[src/xbar_pkg.sv]
// --------------------------------------------------------------------------
// shared sizes and types for the four-port command interconnect
// --------------------------------------------------------------------------
package xbar_pkg;

    // ---------------------------------------------------------------------
    // sizes
    // ---------------------------------------------------------------------
    localparam int NUM_PORTS = 4;
    localparam int PORT_W    = 2;
    localparam int ADDR_W    = 32;
    // one beat on either data stream
    localparam int DATA_W    = 8;
    // burst length in beats
    localparam int LEN_W     = 24;

    // ---------------------------------------------------------------------
    // types
    // ---------------------------------------------------------------------
    typedef enum logic {
        CMD_READ  = 1'b0,
        CMD_WRITE = 1'b1
    } mem_cmd_e;

    // scan visits one port per cycle, exec covers the data phase
    typedef enum logic [2:0] {
        ARB_IDLE = 3'd0,
        ARB_SCAN = 3'd1,
        ARB_REQ  = 3'd2,
        ARB_EXEC = 3'd3,
        ARB_DONE = 3'd4
    } arb_state_e;

endpackage
[src/port_interconnect.sv]
// --------------------------------------------------------------------------
// four-port command interconnect, client ports share one memory master
// --------------------------------------------------------------------------
`timescale 1ns/10ps
module port_interconnect (
    input  logic                             m0,
    input  logic                             rst_n,
    // client command ports
    input  logic [xbar_pkg::NUM_PORTS-1:0]   cmd_vld,
    input  xbar_pkg::mem_cmd_e               cmd [xbar_pkg::NUM_PORTS],
    input  logic [xbar_pkg::ADDR_W-1:0]      addr [xbar_pkg::NUM_PORTS],
    input  logic [xbar_pkg::LEN_W-1:0]       burst_len [xbar_pkg::NUM_PORTS],
    output logic [xbar_pkg::NUM_PORTS-1:0]   cmd_ready,
    output logic [xbar_pkg::NUM_PORTS-1:0]   finish,
    // client write streams
    input  logic [xbar_pkg::NUM_PORTS-1:0]   wr_vld,
    input  logic [xbar_pkg::DATA_W-1:0]      wr_data [xbar_pkg::NUM_PORTS],
    input  logic [xbar_pkg::NUM_PORTS-1:0]   wr_last,
    output logic [xbar_pkg::NUM_PORTS-1:0]   wr_ready,
    // client read streams
    output logic [xbar_pkg::NUM_PORTS-1:0]   rd_vld,
    output logic [xbar_pkg::DATA_W-1:0]      rd_data [xbar_pkg::NUM_PORTS],
    output logic [xbar_pkg::NUM_PORTS-1:0]   rd_last,
    input  logic [xbar_pkg::NUM_PORTS-1:0]   rd_ready,
    // memory command
    output logic                             mem_cmd_vld,
    output xbar_pkg::mem_cmd_e               mem_cmd,
    output logic [xbar_pkg::ADDR_W-1:0]      mem_addr,
    output logic [xbar_pkg::LEN_W-1:0]       mem_burst_len,
    input  logic                             mem_cmd_ready,
    input  logic                             mem_finish,
    // memory write stream
    output logic                             mem_wr_vld,
    output logic [xbar_pkg::DATA_W-1:0]      mem_wr_data,
    output logic                             mem_wr_last,
    input  logic                             mem_wr_ready,
    // memory read stream
    input  logic                             mem_rd_vld,
    input  logic [xbar_pkg::DATA_W-1:0]      mem_rd_data,
    input  logic                             mem_rd_last,
    output logic                             mem_rd_ready
);
    import xbar_pkg::*;

    // grant from the arbiter, both data paths follow it
    logic [PORT_W-1:0] grant_port;
    logic              path_vld;

    // ---------------------------------------------------------------------
    // command arbiter
    // ---------------------------------------------------------------------
    rr_cmd_arbiter u_arb (
        .m0            (m0),
        .rst_n         (rst_n),
        .cmd_vld       (cmd_vld),
        .cmd           (cmd),
        .addr          (addr),
        .burst_len     (burst_len),
        .cmd_ready     (cmd_ready),
        .finish        (finish),
        .mem_cmd_vld   (mem_cmd_vld),
        .mem_cmd       (mem_cmd),
        .mem_addr      (mem_addr),
        .mem_burst_len (mem_burst_len),
        .mem_cmd_ready (mem_cmd_ready),
        .mem_finish    (mem_finish),
        .grant_port    (grant_port),
        .path_vld      (path_vld)
    );

    // ---------------------------------------------------------------------
    // data paths
    // ---------------------------------------------------------------------
    wr_path_mux u_wr (
        .grant_port   (grant_port),
        .path_vld     (path_vld),
        .wr_vld       (wr_vld),
        .wr_last      (wr_last),
        .wr_data      (wr_data),
        .wr_ready     (wr_ready),
        .mem_wr_vld   (mem_wr_vld),
        .mem_wr_data  (mem_wr_data),
        .mem_wr_last  (mem_wr_last),
        .mem_wr_ready (mem_wr_ready)
    );

    rd_path_demux u_rd (
        .grant_port   (grant_port),
        .path_vld     (path_vld),
        .mem_rd_vld   (mem_rd_vld),
        .mem_rd_data  (mem_rd_data),
        .mem_rd_last  (mem_rd_last),
        .mem_rd_ready (mem_rd_ready),
        .rd_vld       (rd_vld),
        .rd_last      (rd_last),
        .rd_data      (rd_data),
        .rd_ready     (rd_ready)
    );

endmodule

[src/rd_path_demux.sv]
// --------------------------------------------------------------------------
// read stream demux, memory beats steered to the granted port
// --------------------------------------------------------------------------
`timescale 1ns/10ps
module rd_path_demux (
    input  logic [xbar_pkg::PORT_W-1:0]      grant_port,
    input  logic                             path_vld,
    input  logic                             mem_rd_vld,
    input  logic [xbar_pkg::DATA_W-1:0]      mem_rd_data,
    input  logic                             mem_rd_last,
    output logic                             mem_rd_ready,
    output logic [xbar_pkg::NUM_PORTS-1:0]   rd_vld,
    output logic [xbar_pkg::NUM_PORTS-1:0]   rd_last,
    output logic [xbar_pkg::DATA_W-1:0]      rd_data [xbar_pkg::NUM_PORTS],
    input  logic [xbar_pkg::NUM_PORTS-1:0]   rd_ready
);
    import xbar_pkg::*;

    logic [NUM_PORTS-1:0] sel;

    // one-hot port select, empty while the path is closed
    always_comb begin
        for (int i = 0; i < NUM_PORTS; i++) begin
            sel[i] = path_vld && (grant_port == PORT_W'(i));
        end
    end

    // ---------------------------------------------------------------------
    // per-port outputs
    // ---------------------------------------------------------------------
    always_comb begin
        for (int i = 0; i < NUM_PORTS; i++) begin
            rd_vld[i]  = sel[i] && mem_rd_vld;
            rd_last[i] = sel[i] && mem_rd_last;
            // data lines are shared, valid qualifies them
            rd_data[i] = mem_rd_data;
        end
    end

    // owner's ready goes back to memory
    assign mem_rd_ready = |(sel & rd_ready);

endmodule

[src/wr_path_mux.sv]
// --------------------------------------------------------------------------
// write stream mux, granted port onto the memory side while the path is open
// --------------------------------------------------------------------------
`timescale 1ns/10ps
module wr_path_mux (
    input  logic [xbar_pkg::PORT_W-1:0]      grant_port,
    input  logic                             path_vld,
    input  logic [xbar_pkg::NUM_PORTS-1:0]   wr_vld,
    input  logic [xbar_pkg::NUM_PORTS-1:0]   wr_last,
    input  logic [xbar_pkg::DATA_W-1:0]      wr_data [xbar_pkg::NUM_PORTS],
    output logic [xbar_pkg::NUM_PORTS-1:0]   wr_ready,
    output logic                             mem_wr_vld,
    output logic [xbar_pkg::DATA_W-1:0]      mem_wr_data,
    output logic                             mem_wr_last,
    input  logic                             mem_wr_ready
);
    import xbar_pkg::*;

    // ---------------------------------------------------------------------
    // forward path
    // ---------------------------------------------------------------------
    // data follows the grant, valid and last only while open
    assign mem_wr_data = wr_data[grant_port];
    assign mem_wr_vld  = path_vld && wr_vld[grant_port];
    assign mem_wr_last = path_vld && wr_last[grant_port];

    // ---------------------------------------------------------------------
    // ready back to the owner only
    // ---------------------------------------------------------------------
    always_comb begin
        for (int i = 0; i < NUM_PORTS; i++) begin
            wr_ready[i] = path_vld && (grant_port == PORT_W'(i)) && mem_wr_ready;
        end
    end

endmodule

[src/rr_cmd_arbiter.sv]
// --------------------------------------------------------------------------
// round-robin command arbiter, owns the memory-side command and the grant
// --------------------------------------------------------------------------
`timescale 1ns/10ps
module rr_cmd_arbiter (
    input  logic                             m0,
    input  logic                             rst_n,
    input  logic [xbar_pkg::NUM_PORTS-1:0]   cmd_vld,
    input  xbar_pkg::mem_cmd_e               cmd [xbar_pkg::NUM_PORTS],
    input  logic [xbar_pkg::ADDR_W-1:0]      addr [xbar_pkg::NUM_PORTS],
    input  logic [xbar_pkg::LEN_W-1:0]       burst_len [xbar_pkg::NUM_PORTS],
    output logic [xbar_pkg::NUM_PORTS-1:0]   cmd_ready,
    output logic [xbar_pkg::NUM_PORTS-1:0]   finish,
    output logic                             mem_cmd_vld,
    output xbar_pkg::mem_cmd_e               mem_cmd,
    output logic [xbar_pkg::ADDR_W-1:0]      mem_addr,
    output logic [xbar_pkg::LEN_W-1:0]       mem_burst_len,
    input  logic                             mem_cmd_ready,
    input  logic                             mem_finish,
    output logic [xbar_pkg::PORT_W-1:0]      grant_port,
    output logic                             path_vld
);
    import xbar_pkg::*;

    arb_state_e          state;
    arb_state_e          state_nxt;
    logic [PORT_W-1:0]   scan_ptr;
    logic [PORT_W-1:0]   ptr_inc;
    logic                hit;

    // pending command on the port under the pointer
    assign hit     = (state == ARB_SCAN) && cmd_vld[scan_ptr];
    assign ptr_inc = (scan_ptr == PORT_W'(NUM_PORTS - 1)) ? '0 : scan_ptr + 1'b1;

    // ---------------------------------------------------------------------
    // scan fsm
    // ---------------------------------------------------------------------
    always_comb begin
        state_nxt = state;
        case (state)
            ARB_IDLE: state_nxt = ARB_SCAN;
            ARB_SCAN: begin
                if (hit) begin
                    state_nxt = ARB_REQ;
                end
            end
            ARB_REQ: begin
                if (mem_cmd_vld && mem_cmd_ready) begin
                    state_nxt = ARB_EXEC;
                end
            end
            ARB_EXEC: begin
                if (mem_finish) begin
                    state_nxt = ARB_DONE;
                end
            end
            ARB_DONE: state_nxt = ARB_SCAN;
            default:  state_nxt = ARB_IDLE;
        endcase
    end

    always_ff @(posedge m0 or negedge rst_n) begin
        if (!rst_n) begin
            state <= ARB_IDLE;
        end else begin
            state <= state_nxt;
        end
    end

    // pointer steps on a miss, and past the owner once it is finished
    always_ff @(posedge m0 or negedge rst_n) begin
        if (!rst_n) begin
            scan_ptr <= '0;
        end else if ((state == ARB_SCAN && !hit) || state == ARB_DONE) begin
            scan_ptr <= ptr_inc;
        end
    end

    // ---------------------------------------------------------------------
    // command capture and strobes
    // ---------------------------------------------------------------------
    always_ff @(posedge m0 or negedge rst_n) begin
        if (!rst_n) begin
            mem_cmd_vld <= 1'b0;
        end else if (hit) begin
            mem_cmd_vld <= 1'b1;
        end else if (mem_cmd_ready) begin
            mem_cmd_vld <= 1'b0;
        end
    end

    always_ff @(posedge m0) begin
        if (hit) begin
            mem_cmd       <= cmd[scan_ptr];
            mem_addr      <= addr[scan_ptr];
            mem_burst_len <= burst_len[scan_ptr];
        end
    end

    always_ff @(posedge m0 or negedge rst_n) begin
        if (!rst_n) begin
            cmd_ready <= '0;
            finish    <= '0;
        end else begin
            cmd_ready <= '0;
            finish    <= '0;
            if (hit) begin
                cmd_ready[scan_ptr] <= 1'b1;
            end
            if (state == ARB_EXEC && mem_finish) begin
                finish[scan_ptr] <= 1'b1;
            end
        end
    end

    // pointer stays on the owner from capture to done
    assign grant_port = scan_ptr;
    assign path_vld   = (state == ARB_EXEC);

endmodule

[config.mk]
export PLATFORM = sky130hd
export DESIGN_NAME = port_interconnect
export DESIGN_NICKNAME = d
export VERILOG_FILES = /design/src/xbar_pkg.sv /design/src/port_interconnect.sv /design/src/rd_path_demux.sv /design/src/wr_path_mux.sv /design/src/rr_cmd_arbiter.sv
export SDC_FILE = /design/constraint.sdc
export NUM_CORES = 1
export LEC_CHECK = 0
export ABC_AREA = 1
export BUFFER_PORTS_ARGS = -buffer_cell sky130_fd_sc_hd__buf_4
export CAP_MARGIN = 0
export CORE_AREA = 4 4 156 158
export CTS_CLUSTER_SIZE = 8
export DETAILED_ROUTE_END_ITERATION = 8
export DIE_AREA = 0 0 160 162
export PLACE_DENSITY = 0.58
export RECOVER_POWER = 25
export SETUP_SLACK_MARGIN = 0.5
export SYNTH_ARGS = -nofsm -noshare
export SYNTH_HDL_FRONTEND = slang
export SYNTH_HIERARCHICAL = 1
export SYNTH_SLANG_ARGS = --single-unit
[constraint.sdc]
create_clock -name m0 -period 6.08 [get_ports m0]
set_input_delay 0.304 -clock m0 [delete_from_list [all_inputs] [get_ports m0]]
set_output_delay 0.304 -clock m0 [all_outputs]
set_load 0.02 [all_outputs]
# Yosys cells after proc, flatten, opt, wreduce, memory -nomap -nowiden

Cells that the tools add are included.

Register bits after elaboration: 71
Bits of input ports: 291
Output and inout port bits: 121
Word-level logic and storage cells: 84

Add/subtract/negate cells: 1
Magnitude comparators: 3
Equality and inequality tests: 10
Mux-type cells: 29
Bitwise gates (word level): 2
Reduce and logical (&&, ||, !) cells: 31

Operator list:

| kind                                                                          | count |
|---|---|
| 32-bit binary-select mux with 2-bit select                                    | 1 |
| 32-bit 2-to-1 mux                                                             | 2 |
| 24-bit binary-select mux with 2-bit select                                    | 1 |
| 24-bit 2-to-1 mux                                                             | 2 |
| 1-bit logical AND                                                             | 23 |
| 8-bit binary-select mux with 2-bit select                                     | 1 |
| 8-bit 2-to-1 mux                                                              | 2 |
| 3-bit one-hot mux with 4 select lines                                         | 1 |
| 3-bit 2-to-1 mux                                                              | 3 |
| 1-bit binary-select mux with 2-bit select                                     | 4 |
| 1-bit 2-to-1 mux                                                              | 8 |
| 4-bit 2-to-1 mux                                                              | 2 |
| 3-bit by 2-bit equality test with 1-bit output (second input constant)        | 2 |
| 4-bit AND                                                                     | 1 |
| 2-bit equality test (second input constant)                                   | 2 |
| 2-bit by 1-bit != test with 1-bit output (second input constant)              | 2 |
| 4-bit OR reduction                                                            | 1 |
| 3-bit by 1-bit equality test with 1-bit output (second input constant)        | 1 |
| 3-bit equality test (second input constant)                                   | 1 |
| 3-bit greater-or-equal comparator (second input constant)                     | 1 |
| 3-bit zero test                                                               | 1 |
| 2-bit by 3-bit less-than comparator with 1-bit output (second input constant) | 1 |
| 2-bit inverter with 3-bit output                                              | 1 |
| 3-bit AND reduction                                                           | 1 |
| 11 further kinds                                                              | 11 |

# Longest topological paths before layout

Gate-level depths: netlist of the first run.

Depth in word-level cells: 6
Depth in mapped cells: 9

# Hierarchy

Netlist of the first run, hierarchy kept.

Modules (own cells, without submodules):

| module         | times used | cells an instance | area each (um^2) |
|---|---|---|---|
| rr_cmd_arbiter | 1          | 456               | 3975.1 |
| rd_path_demux  | 1          | 59                | 349.1 |
| wr_path_mux    | 1          | 71                | 349.1 |

# Worst setup path before layout of the first run

Ideal clock, no wire load.

Kind: reg-to-reg
From: reg u_arb.scan_ptr[0], in the netlist u_arb/grant_port[0]
To: reg u_arb/cmd_ready[0] (netlist name)
Setup time: 78 ps
Arrival time: 2762 ps
Required time: 6002 ps
Slack: 3240 ps
Cell stages (with the launch flop): 9
Path buffers: 1
Clock period less this slack: 2840 ps
Cell sequence: dfrtp_1 > buf_6 > inv_6 > nand2_1 > nand3_1 > nand2_2 > nor2_2 > inv_2 > nor2_2

Elaborated cells between the ends (all ways): 9

RTL lines:

| element                                   | line                  | text |
|---|---|---|
| start, declared                           | rr_cmd_arbiter.sv:27  | `logic [PORT_W-1:0] scan_ptr;` |
| start signal, assigned                    | rr_cmd_arbiter.sv:75  | `scan_ptr <= ptr_inc;` |
| 1-bit binary-select mux with 2-bit select | rr_cmd_arbiter.sv:32  | `assign hit = (state == ARB_SCAN) && cmd_vld[scan_ptr];` |
| 1-bit 2-to-1 mux (implied by the code)    | rr_cmd_arbiter.sv:32  |  |
| 1-bit logical AND                         | rr_cmd_arbiter.sv:32  |  |
| via u_arb.hit                             | rr_cmd_arbiter.sv:29  | `logic hit;` |
| 4-bit 2-to-1 mux                          | rr_cmd_arbiter.sv:107 | `if (hit) begin` |
| end signal, assigned                      | rr_cmd_arbiter.sv:102 | `cmd_ready <= '0;` |
| end signal, assigned                      | rr_cmd_arbiter.sv:105 | `cmd_ready <= '0;` |
| end signal, assigned by index             | rr_cmd_arbiter.sv:108 | `cmd_ready[scan_ptr] <= 1'b1;` |
| end, declared                             | rr_cmd_arbiter.sv:12  | `output logic [xbar_pkg::NUM_PORTS-1:0] cmd_ready,` |

The timed path passes the listed nets, and every way through them passes these cells. The select of a mux whose other input is x is not followed.
A chain may end at the register's enable or synchronous reset.

# Worst setup path in the final report of the first run

From: reg u_arb.scan_ptr[0], in the netlist u_arb/grant_port[0]
To: reg u_arb/mem_burst_len[23] (netlist name) (enable)

Word-level cells in the longest chain between the ends: 3

Ends and longest elaborated chain:

| element                                   | line                 | text |
|---|---|---|
| 1-bit binary-select mux with 2-bit select | rr_cmd_arbiter.sv:32 |  |
| 1-bit 2-to-1 mux (implied by the code)    | rr_cmd_arbiter.sv:32 |  |
| 1-bit logical AND                         | rr_cmd_arbiter.sv:32 |  |
| via u_arb.hit                             | rr_cmd_arbiter.sv:29 |  |
| end signal, assigned                      | rr_cmd_arbiter.sv:96 | `mem_burst_len <= burst_len[scan_ptr];` |
| end, declared                             | rr_cmd_arbiter.sv:17 | `output logic [xbar_pkg::LEN_W-1:0] mem_burst_len,` |

The timed path passes the listed nets, and every way through them passes these cells. The select of a mux whose other input is x is not followed.

==> results, run 1 <==
- The final weighted congestion in routability-driven placement is 0.847.
- The die area is 25900 µm².
- The mapped netlist covers 4670 µm².
- The synthesis-to-finish area growth is 63.3%.
- Synthesis inferred 71 register bits.
- In the routed design, unresolved DRC markers number 0.
- The post-route worst hold slack is 141 ps.
- The total detailed-routing wirelength is 20500 µm.
- Entering global routing, the biggest net connects 119 pins.
- The critical path is of the flop to flop type.
- The average instance area after synthesis is 7.97 µm².
- Data on the critical path arrives at its endpoint at 3480 ps.
- The biggest area contributor in the post-synthesis netlist is sky130_fd_sc_hd__edfxtp_1.
- The static power due to leakage is 3.44 nW.
- The overall track demand over capacity in global routing is 0.145.
- The switching component of the power is 1.38 mW.
- The placeable core area is 23100 µm².
- In this run the worst path has a maximum fanout of 118.
- The run finished with clean final reports.
- In this design, the stage delay of the slowest critical-path cell is 870 ps.
- The most critical setup path has its startpoint at u_arb/grant_port[0].
- The initial antenna violation count is 1.
- The average vias per placed instance is 4.48.
- The synthesized instance count is 586.
- The clock passes through at most 2 buffers.
- The startpoint identified for the worst hold timing path is mem_cmd_ready.
- STA classifies the critical path endpoint as a flop.
- The number of warnings printed during yosys synthesis is 6.
- The layout has 2473 filler cells.
- The register clock-pin slew on the reported worst setup and hold paths is 60 ps.
- The number of nets in the final layout is 1197.
- The post-synthesis net count is 881.
- The total via count in the routed design is 5368.
- For this run, the register share of the synthesized area comes to 0.441.
- The top-level I/O count is 412.
- Measured along the x axis, the die boundary spans 160 µm.
- The setup slack of the most critical reg-to-reg path is 2620 ps.
- Internal power comes to 1.69 mW.
- The area share of the largest cell type after synthesis is 0.366.
- IR analysis of the VDD net gives a maximum drop of 165 µV.
- The total of max-cap violations is 0.
- The fraction of layout instances using a drive strength above 1 is 0.434.
- The clock share of power is 0.190.
- The routed wirelength normalized by instance count is 17.1 µm.
- The setup TNS after final layout is 0 ps.
- Total power for the finished layout comes to 3.07 mW.
- The maximum level of the CTS H-tree is 3.
- The final setup skew is 6.03 ps.
- For the pin with the worst max-slew slack, the measured transition is 1150 ps.
- After routing the design area is 7630 µm².
- Walking the worst path, the cells encountered are inv_6 > nand2_1 > nand3_1 > nand2_2 > nor2_4 > buf_4.
- Of the total power, the share spent switching nets is 0.450.
- Dividing the final minimum period by the clock period gives 0.570.
- The fraction of the core area covered by cells at the end of the flow is 0.330.
- Once the clock tree was built, the resizer swapped 0 gates to a different size.
- Measured against its own limit, the worst slew margin works out to 0.232.
- The share of synthesized registers carrying an async set or reset is 0.197.
- The most common cell in the netlist is sky130_fd_sc_hd__nor2_1.
- The floorplan row count is 56.
- Of the total power, combinational logic draws 0.532.
- After clock tree synthesis, the setup repair step added 0 buffers.
- The TritonCTS clock tree is built.
- The min-delay analysis places its worst path in the category input pin to flop.
- The clock tree root buffer cell is sky130_fd_sc_hd__clkbuf_16.
- For the worst-skew pair, the clock arrives at the later sink with an insertion delay of 330 ps.
- Sorting the synthesized cells by how often they occur yields sky130_fd_sc_hd__nor2_1 (140), sky130_fd_sc_hd__o21ai_0 (111), sky130_fd_sc_hd__nand2_1 (60).
- The most used flip-flop cell after synthesis is sky130_fd_sc_hd__edfxtp_1.
- The clock net in this run drives a total of 71 sinks.
- After synthesis, the cell types taking the most area are sky130_fd_sc_hd__edfxtp_1 (37%), sky130_fd_sc_hd__o21ai_0 (12%), sky130_fd_sc_hd__nor2_1 (11%).
- Power spread over the standard cell area amounts to 403 nW/µm².
- The final number of hold-violating endpoints is 0.
- STA puts the critical path data required time at 6090 ps.
- The final max-slew violation count came to 0.
- The total clock buffers created by CTS is 9.
- The number of global-route vias before repair was 5308.
- The number of port buffers is 371.
- Of the total power, registers draw 0.278.
- Setup repair after global routing left no endpoint under its margin.
- Among all stages on the critical path, the largest delay is contributed by sky130_fd_sc_hd__nor2_4.
- The number of different library cells used by synthesis comes to 27.
- For this run the aggregate overflow at the end of global routing stands at 0.
- The number of flops mapped to enable cells by yosys is 57.
- The type of element launching the critical path is a flop.
- The first global-routing pass estimated 29200 µm of wire.
- The vertical die dimension is 162 µm.
- The initial utilization of the core area, before any placement, comes to 0.202.
- In this run the cell area measured after placement is 7370 µm².
- The number of setup violations in the final report is 0.
- The wire-length estimate of the detail-placed layout is 15700 µm.
- Based on the critical path, the design can be clocked at up to 289 MHz.
- For this block, the initial DRC count from the detailed router was 384.
- Subtracting the final worst setup slack from the clock period gives 3460 ps.
- The launching point of the worst reg2reg path is u_arb/grant_port[0].
- The number of iterations in the first detailed-routing pass is 4.
- The number of nets with antenna violations after detailed routing is 0.
-- timing repair --
action / 4_1_cts / 5_1_grt
setup endpoints to repair: 0 / 0
hold buffers: 1 / 0
hold endpoints to repair: 14 / 0
-- metal layers --
metal | track usage | up-vias | part of all wire
met2 | 0.265 | 242 | 0.51
met4 | 0.0544 | 0 | 0.033
met5 | 0 | - | 0
met3 | 0.0454 | 52 | 0.085
met1 | 0.157 | 2437 | 0.37
li1 | - | 2637 | -
-- state kept, by name, indices dropped and copies added (netlist names) --
signal               count
u_arb/mem_addr          32
u_arb/mem_burst_len     24
u_arb/cmd_ready          4
u_arb/finish             4
u_arb/state              3
u_arb/grant_port         2
u_arb/mem_cmd            1
u_arb/mem_cmd_vld        1
-- kinds of logic (layout without fill, tap and decap cells) --
logic type,Yosys count,after routing,share of synthesized area
AOI/OAI and AO/OA,173,173,0.201
adders and majority gates,4,4,0.0107
buffers and inverters,96,417,0.128
DFF,71,71,0.441
other,0,1,0
and+or+nand+nor,242,242,0.218
-- critical path, delay by kind of cell, from the launching register on --
family,cells,cell delay [ps]
AND/OR/NAND/NOR,4,1220
buffers and inverters,2,1060
flip-flops,1,690
-- final timing paths --
| kind | end | cells past startpoint |
|---|---|---|
| worst max-delay path | u_arb/mem_burst_len[23] | 6 |
| worst min register to register | u_arb/mem_cmd_vld | 2 |
| max in group asynchronous | u_arb/grant_port[0] | 2 |
| worst max register to register | u_arb/mem_burst_len[23] | 6 |
| min in group asynchronous | u_arb/finish[3] | 2 |
| worst min-delay path | u_arb/mem_cmd_vld | 2 |
-- power by group through the flow --
stage / sequential [mW] / clock, mW / combinational [mW]
final: 0.855 / 0.584 / 1.63
after global routing: 0.873 / 0.637 / 1.79
after CTS: 0.859 / 0.616 / 1.68
after detailed placement: 0.869 / 0 / 1.67
after global placement: 0.866 / 0 / 1.66
after floorplan: 0.935 / 0 / 1.04
-- layout make-up --
type                       count  area [µm²]  share of cell area
timing repair buffer         376        2750               0.360
sequential                    71        2070               0.271
multi-input combinational    419        2020               0.264
tap                          290         363              0.0475
clock buffer                   9         225              0.0295
clock inverter                 7         105              0.0138
inverter                      25         104              0.0136
antenna                        1        2.50            0.000328
-- layout by cell type, fill, tap and decap left out, types with 3 or more instances in the layout --
master and n:
sky130_fd_sc_hd__buf_4 355, sky130_fd_sc_hd__nor2_1 140, sky130_fd_sc_hd__o21ai_0 111, sky130_fd_sc_hd__nand2_1 60
sky130_fd_sc_hd__o22ai_1 57, sky130_fd_sc_hd__edfxtp_1 57, sky130_fd_sc_hd__clkbuf_1 20, sky130_fd_sc_hd__nand3_1 18
sky130_fd_sc_hd__inv_1 17, sky130_fd_sc_hd__dfrtp_1 12, sky130_fd_sc_hd__clkbuf_16 9, sky130_fd_sc_hd__nand4_1 9
sky130_fd_sc_hd__inv_2 5, sky130_fd_sc_hd__nor2_2 4, sky130_fd_sc_hd__ha_1 4, sky130_fd_sc_hd__o21ai_1 3
sky130_fd_sc_hd__nand2_2 3, sky130_fd_sc_hd__nor2_4 3, sky130_fd_sc_hd__nor3_1 3
-- metrics by stage --
step / setup WS, ps / instances
after floorplan: 3240 / 586
after global placement: 2570 / 1180
after detailed placement: 2550 / 1180
after CTS: 2550 / 1197
after global routing: 2320 / 1198
final: 2620 / 1198
(Power assumes the default switching activity.)
==> run 2: changes to the inputs <==
==> constraint.sdc (replaced) <==
create_clock -name m0 -period 3.4 [get_ports m0]
set_input_delay 0.17 -clock m0 [delete_from_list [all_inputs] [get_ports m0]]
set_output_delay 0.17 -clock m0 [all_outputs]
set_load 0.02 [all_outputs]
==> results, run 2 (synthesized netlist as in run 1, its figures left out) <==
- The clock latency on the worst-skew pair is 340 ps (about the same).
- TritonCTS built the clock tree.
- The number of global-route vias before repair is 5350 (+0.79%).
- The post-detailed-route DRC marker count is 0 (unchanged).
- The largest net degree at the start of global routing is 83 (-30%).
- The die area was 25900 µm² (unchanged).
- The worst hold path belongs to the class input pin to flop.
- The horizontal extent of the die is 160 µm (unchanged).
- The total clock buffers created by CTS is 9 (unchanged).
- STA classifies the critical path endpoint as an output pin.
- The maximum level of the CTS H-tree is 3 (unchanged).
- In this run the critical register-to-register path is launched from u_arb/grant_port[1].
- The total of max-cap violations was 0 (unchanged).
- The slew at the pin closest to its max-slew limit is 788 ps (-362 ps).
- The commonest non-fill, non-tap cell in the layout is sky130_fd_sc_hd__buf_4.
- The number of nets in the final layout came to 1200 (+0.25%).
- The met2 layer usage reported by global route is 0.259 (-0.00578).
- The arrival time reported for the critical path endpoint was 2350 ps (-1130 ps).
- The number of sinks driven by the clock tree is 71 (unchanged).
- The number of DRC markers after the initial detailed-route iteration is 350 (-8.9%).
- The endpoint identified for the worst register-to-register timing path is u_arb/mem_burst_len[21].
- The area taken by flip-flops and latches is 2070 µm² (unchanged).
- The layer flagged by global routing as most heavily used is met2.
- The most critical setup path has its endpoint at mem_wr_data[0].
- The number of setup violations in the final report is 0 (unchanged).
- The static power due to leakage is 3.45 nW (+0.12%).
- The power density over the cells was 710 nW/µm² (+76%).
- Setup repair after global routing left no endpoint under its margin.
- The number of flip-flops under the largest register name is 32 (unchanged).
- The final setup skew was 10.1 ps (+4.04 ps).
- In the final layout, the registers with the most flip-flops are u_arb/mem_addr (32), u_arb/mem_burst_len (24).
- The clock tree root buffer cell is sky130_fd_sc_hd__clkbuf_16.
- The flow ran to the end, and the final reports show no timing, DRC or antenna violations.
- The overall track demand over capacity in global routing is 0.151 (+0.00627).
- The synthesis-to-finish area growth is 63.7%.
- The number of nets with antenna violations after detailed routing is 0 (unchanged).
- The share of the clock period used by the worst path after layout is 0.741.
- The number of port buffers is 371 (unchanged).
- The vertical die dimension came to 162 µm (unchanged).
- The remaining global-route overflow is 0 (unchanged).
- Tracing the worst setup path back leads to its startpoint at u_arb/grant_port[1].
- The wire length of the first global-routing pass is 30400 µm (+4.1%).
- The total of cells resized after clock tree synthesis is 0 (unchanged).
- Leaving out fill and tap cells, the most frequent cells in the layout are sky130_fd_sc_hd__buf_4 (356), sky130_fd_sc_hd__nor2_1 (140), sky130_fd_sc_hd__o21ai_0 (111).
- The worst ir drop on vdd came to 288 µV (+74%).
- The required time at the worst-slack endpoint is 3230 ps (-2860 ps).
- The number of buffers inserted by hold repair at cts is 2 (+1).
- The total of fill cells in the finished design is 2449 (-0.97%).
- The met3 layer usage reported by global route is 0.0482 (+0.00279).
- The area of the multi-input gates came to 2020 µm² (unchanged).
- The HPWL after detailed placement is 16300 µm (+4.1%).
- The floorplan row count came to 56 (unchanged).
- The final number of hold-violating endpoints came to 0 (unchanged).
- The critical-path maximum fanout is 45 (-62%).
- The worst relative slew slack is 0.475 (+0.243).
- The logic depth of the worst register-to-register path came to 5 (-1).
- The effective utilization at floorplan is 0.202 (unchanged).
- The number of iterations in the first detailed-routing pass was 5 (+1).
- The final max-slew violation count came to 0 (unchanged).
- The largest buffer count on any clock path was 2 (unchanged).
- The instance count after placement with tap cells included is 1182 (+0.17%).
- The setup TNS after final layout is 0 ps (unchanged).
- STA classifies the critical path startpoint as a flop.
- The type of the worst setup path is flop to output pin.
- The routed wirelength normalized by instance count is 17.5 µm (+2.2%).
- The register clock-pin slew on the reported worst setup and hold paths is 60 ps (about the same).
- Counting flops per register, the top entry is u_arb/mem_addr.
- The post-route non-filler standard cell count is 1202 (+0.33%).
- The maximum clock frequency is 397 MHz.
- The post-route minimum period is 2520 ps.
- The placeable core area is 23100 µm² (unchanged).
- The fraction of layout instances using a drive strength above 1 came to 0.435 (+0.000766).
- The initial antenna violation count is 2 (+1).
- The average vias per placed instance is 4.54 (+1.2%).
- The top-level I/O count is 412 (unchanged).
- The count of buffers added by post-CTS timing repair for setup is 0 (unchanged).
- The total via count in the routed design is 5452 (+1.6%).
- The final weighted congestion in routability-driven placement is 0.853 (+0.68%).
- The total detailed-routing wirelength is 21000 µm (+2.5%).
- The setup slack of the most critical reg-to-reg path is 1130 ps (-1490 ps).
- The met1 capacity usage during global routing is 0.171 (+0.0141).
## run 2: cell count changes in the layout (fill, tap and decap cells not counted), sizes merged
cell and change:
buf +2, bufinv -1, dlygate4sd3 +1, clkinv -1, clkbuf +1, diode +1
clkinvlp +1
## run 2: layer usage
| metal | routed length (µm) | vias up |
|---|---|---|
| li1 | - | 2643 |
| met1 | 7870 | 2464 |
| met2 | 10500 | 293 |
| met3 | 1900 | 52 |
| met4 | 758 | 0 |
| met5 | 0 | - |
## run 2: critical path, stage by stage (launching register included)
cell	delay [ps]
sky130_fd_sc_hd__dfrtp_2	850
sky130_fd_sc_hd__buf_4	490
sky130_fd_sc_hd__nand2_1	150
sky130_fd_sc_hd__inv_2	190
sky130_fd_sc_hd__nand2_1	80
sky130_fd_sc_hd__nand4_1	100
sky130_fd_sc_hd__buf_4	140
## run 2: final cells by class
class	instances	area share
Timing Repair Buffer	379	0.364
Sequential cell	71	0.270
Multi-Input combinational cell	419	0.264
Tap cell	290	0.0474
Clock buffer	10	0.0312
Inverter	25	0.0136
Clock inverter	6	0.00883
Antenna cell	2	0.000654
## run 2: stage by stage
stage | power, mW | setup slack, ps | instance area, µm² | hold slack [ps] | util
final | 5.43 | 881 | 7650 | 165 | 0.331
after global routing | 5.85 | 687 | 7650 | 163 | 0.331
after CTS | 5.57 | 790 | 7720 | 135 | 0.334
after detailed placement | 4.53 | 1050 | 7390 | 29.6 | 0.320
after global placement | 4.49 | 1060 | 7390 | 31.9 | 0.320
after floorplan | 3.53 | 560 | 4670 | -126 | -
## run 2: how the worst min path moves through the flow
stage	start	to	slack (ps)	cells after the start
after CTS	mem_finish	u_arb/state[2]	130	3
after detailed placement	rst_n	u_arb/cmd_ready[0]	30	1
after global routing	addr[118]	u_arb/mem_addr[22]	160	3
final	mem_finish	u_arb/state[2]	170	3
after floorplan	rst_n	u_arb/cmd_ready[0]	-130	0
after global placement	rst_n	u_arb/cmd_ready[1]	30	1
## run 2: report_power, final
| group | switching (mW) | total, mW | leakage, nW | internal (mW) |
|---|---|---|---|---|
| Combinational | 1.89 | 2.95 | 2.60 | 1.06 |
| Clock | 0.398 | 0.991 | 0.146 | 0.593 |
| Sequential | 0.161 | 1.49 | 0.704 | 1.33 |
| Total | 2.45 | 5.43 | 3.45 | 2.98 |
==> run 3: changes to the inputs <==
--- a/config.mk
+++ b/config.mk
@@ -12,7 +12,7 @@
 export CTS_CLUSTER_SIZE = 8
 export DETAILED_ROUTE_END_ITERATION = 8
 export DIE_AREA = 0 0 160 162
-export PLACE_DENSITY = 0.58
+export PLACE_DENSITY = 0.59
 export RECOVER_POWER = 25
 export SETUP_SLACK_MARGIN = 0.5
 export SYNTH_ARGS = -nofsm -noshare
==> constraint.sdc (replaced) <==
create_clock -name m0 -period 2.3 [get_ports m0]
set_input_delay 0.115 -clock m0 [delete_from_list [all_inputs] [get_ports m0]]
set_output_delay 0.115 -clock m0 [all_outputs]
set_load 0.02 [all_outputs]
==> results, run 3 (synthesized netlist as in run 1, its figures left out) <==
- Static timing analysis puts the maximum clock frequency at 557 MHz.
- The arrival time reported for the critical path endpoint is 1880 ps (-470 ps).
- The post-route worst hold slack is 109 ps (-56.2 ps).
- The number of iterations in the first detailed-routing pass is 5 (unchanged).
- The critical-path maximum fanout is 36 (-20%).
- The type of the worst setup path is flop to flop.
- The placeable core area is 23100 µm² (unchanged).
- The logic depth of the worst register-to-register path is 5 (unchanged).
- The TritonCTS clock tree is built.
- The wire length of the first global-routing pass is 32700 µm (+7.6%).
- The clock latency on the worst-skew pair is 340 ps (about the same).
- The total via count in the routed design is 5718 (+4.9%).
- The power density over the cells is 1120 nW/µm² (+57%).
- The top-level I/O count is 412 (unchanged).
- The number of flip-flops under the largest register name is 32 (unchanged).
- Of the available clock period, the critical path in the final layout requires 0.780.
- Relative to the synthesized area, the layout overhead comes to 72.6%.
- The routed length on met1 is 8800 µm (+12%).
- Leaving out fill and tap cells, the most frequent cell in the layout is sky130_fd_sc_hd__buf_4.
- The worst register-to-register path ends at u_arb/mem_addr[22].
- The initial antenna violation count is 0 (-2).
- Setup repair after global routing could not meet its margin everywhere.
- The static power due to leakage was 3.67 nW (+6.6%).
- The slew at the pin closest to its max-slew limit is 796 ps (+8.00 ps).
- The sequential cell fraction of total power is 0.237 (-0.037).
- The switching component of the power is 3.92 mW (+60%).
- The slack of the critical path is 505 ps (-376 ps).
- The kind of end point of the critical path is a flop.
- The horizontal extent of the die is 160 µm (unchanged).
- In the layout the commonest cells are sky130_fd_sc_hd__buf_4 (367), sky130_fd_sc_hd__nor2_1 (136), sky130_fd_sc_hd__o21ai_0 (110).
- The type of element launching the critical path is a flop.
- The internal portion of total power was 5.09 mW (+71%).
- The routed wirelength normalized by instance count is 18.7 µm (+7.2%).
- The number of sinks driven by the clock tree was 71 (unchanged).
- The total length of routed met3 wires came to 1960 µm (+3.0%).
- After detailed routing, no signal wire sits above met4.
- The die area is 25900 µm² (unchanged).
- The part of the power in combinational logic is 0.596 (+0.052).
- The number of nets with antenna violations after detailed routing is 0 (unchanged).
- The total detailed-routing wirelength was 23000 µm (+9.3%).
- The switching part of the total is 0.435 (-0.0156).
- The number of nets in the final layout is 1225 (+2.1%).
- The clock share of power is 0.167 (-0.015).
- The final number of hold-violating endpoints is 0 (unchanged).
- The effective utilization at floorplan came to 0.202 (unchanged).
- The largest net degree at the start of global routing came to 117 (+41%).
- The number of DRC markers after the initial detailed-route iteration is 452 (+29%).
- The maximum level of the CTS H-tree came to 3 (unchanged).
- The critical path starts at u_arb/grant_port[0].
- The number of port buffers came to 371 (unchanged).
- For the finished layout, the period the worst path requires is 1790 ps.
- The worst relative slew slack was 0.470 (-0.00533).
- The setup slack of the most critical reg-to-reg path is 510 ps (-620 ps).
- The number of global-route vias before repair is 5507 (+2.9%).
- The final setup skew is 7.10 ps (-2.97 ps).
- The total power is 9.01 mW (+66%).
- The launching point of the worst reg2reg path is u_arb/grant_port[0].
- The largest buffer count on any clock path is 2 (unchanged).
- The clock tree root buffer cell is sky130_fd_sc_hd__clkbuf_16.
- The final weighted congestion in routability-driven placement is 0.826 (-3.2%).
- The total of max-cap violations is 0 (unchanged).
- The termination of the worst setup path is u_arb/mem_addr[22].
- The fraction of layout instances using a drive strength above 1 is 0.460 (+0.0247).
- The overall track demand over capacity in global routing is 0.165 (+0.0137).
- The largest register by flop count is u_arb/mem_addr.
- The number of setup violations in the final report came to 0 (unchanged).
- The number of cells traversed by the worst hold path came to 3 (unchanged).
- The fraction of the core area covered by cells at the end of the flow is 0.349 (+0.0181).
- The path class of the tightest hold or removal check is input pin to flop.
- The HPWL after detailed placement is 16200 µm (-1.1%).
- The remaining global-route overflow is 0 (unchanged).
- The final max-slew violation count is 0 (unchanged).
- The flow ran to the end, and the final reports show no timing, DRC or antenna violations.
- The post-placement worst setup slack came to 521 ps (-525 ps).
- The total clock buffers created by CTS is 9 (unchanged).
- The antenna diode count is 0 (-2).
- The floorplan row count came to 56 (unchanged).
- The average vias per placed instance is 4.67 (+2.9%).
- The setup TNS after final layout is 0 ps (unchanged).
- The post-detailed-route DRC marker count came to 0 (unchanged).
- The register clock-pin slew on the reported worst setup and hold paths came to 60 ps (about the same).
- The required time at the worst-slack endpoint was 2390 ps (-840 ps).
- The vertical die dimension came to 162 µm (unchanged).
- The total met2 wirelength after detailed routing is 11500 µm (+9.4%).
- In the final layout, the registers with the most flip-flops are u_arb/mem_addr (32), u_arb/mem_burst_len (24).
- The worst ir drop on vdd is 486 µV (+69%).
## run 3: routing by layer
metal | up-vias | global-route usage
met3 | 49 | 0.0518
met2 | 281 | 0.286
li1 | 2698 | -
met5 | - | 0
met1 | 2690 | 0.191
met4 | 0 | 0.0610
## run 3: timing repair
item,in CTS,in global routing
hold buffers,2,0
hold endpoints to repair,15,0
pin swaps,2,8
endpoints found under the setup margin,15,50
gates resized for setup,3,20
cloned,4,1
setup buffers,6,12
## run 3: power by group through the flow
stage               combinational, mW  sequential (mW)  clock [mW]
global placement                 4.58             2.15           0
CTS                              5.14             2.15        1.57
floorplan                        2.75             2.47           0
global route                     5.83             2.17        1.64
finish                           5.36             2.14        1.50
detailed placement               4.62             2.17           0
## run 3: per-stage QoR
stage	cells	area, µm²
after global routing	1225	8070
after floorplan	586	4680
after CTS	1212	7950
final	1225	8070
after detailed placement	1184	7430
after global placement	1184	7430
## run 3: cell type report
class / count / area [µm²]
Fill cell: 2442 / 15100
Timing Repair Buffer: 404 / 3170
Sequential cell: 71 / 2070
Multi-Input combinational cell: 419 / 2040
Tap cell: 290 / 363
Clock buffer: 9 / 225
Inverter: 25 / 109
Clock inverter: 7 / 87.6
## run 3: how the worst min path moves through the flow
stage	slack (ps)	startpoint	to
2_1_floorplan	-180	rst_n	u_arb/cmd_ready[0]
3_3_place_gp	-20	rst_n	u_arb/finish[2]
3_5_place_dp	-20	rst_n	u_arb/finish[2]
4_1_cts	90	mem_finish	u_arb/state[2]
5_1_grt	90	addr[117]	u_arb/mem_addr[21]
6_report	110	addr[109]	u_arb/mem_addr[13]
## run 3: worst max-delay path: stages, from the launching register on
cell,delay (ps)
sky130_fd_sc_hd__dfrtp_4,540
sky130_fd_sc_hd__dlymetal6s2s_1,200
sky130_fd_sc_hd__buf_4,160
sky130_fd_sc_hd__bufbuf_16,310
sky130_fd_sc_hd__o21ai_0,220
sky130_fd_sc_hd__o22ai_1,100
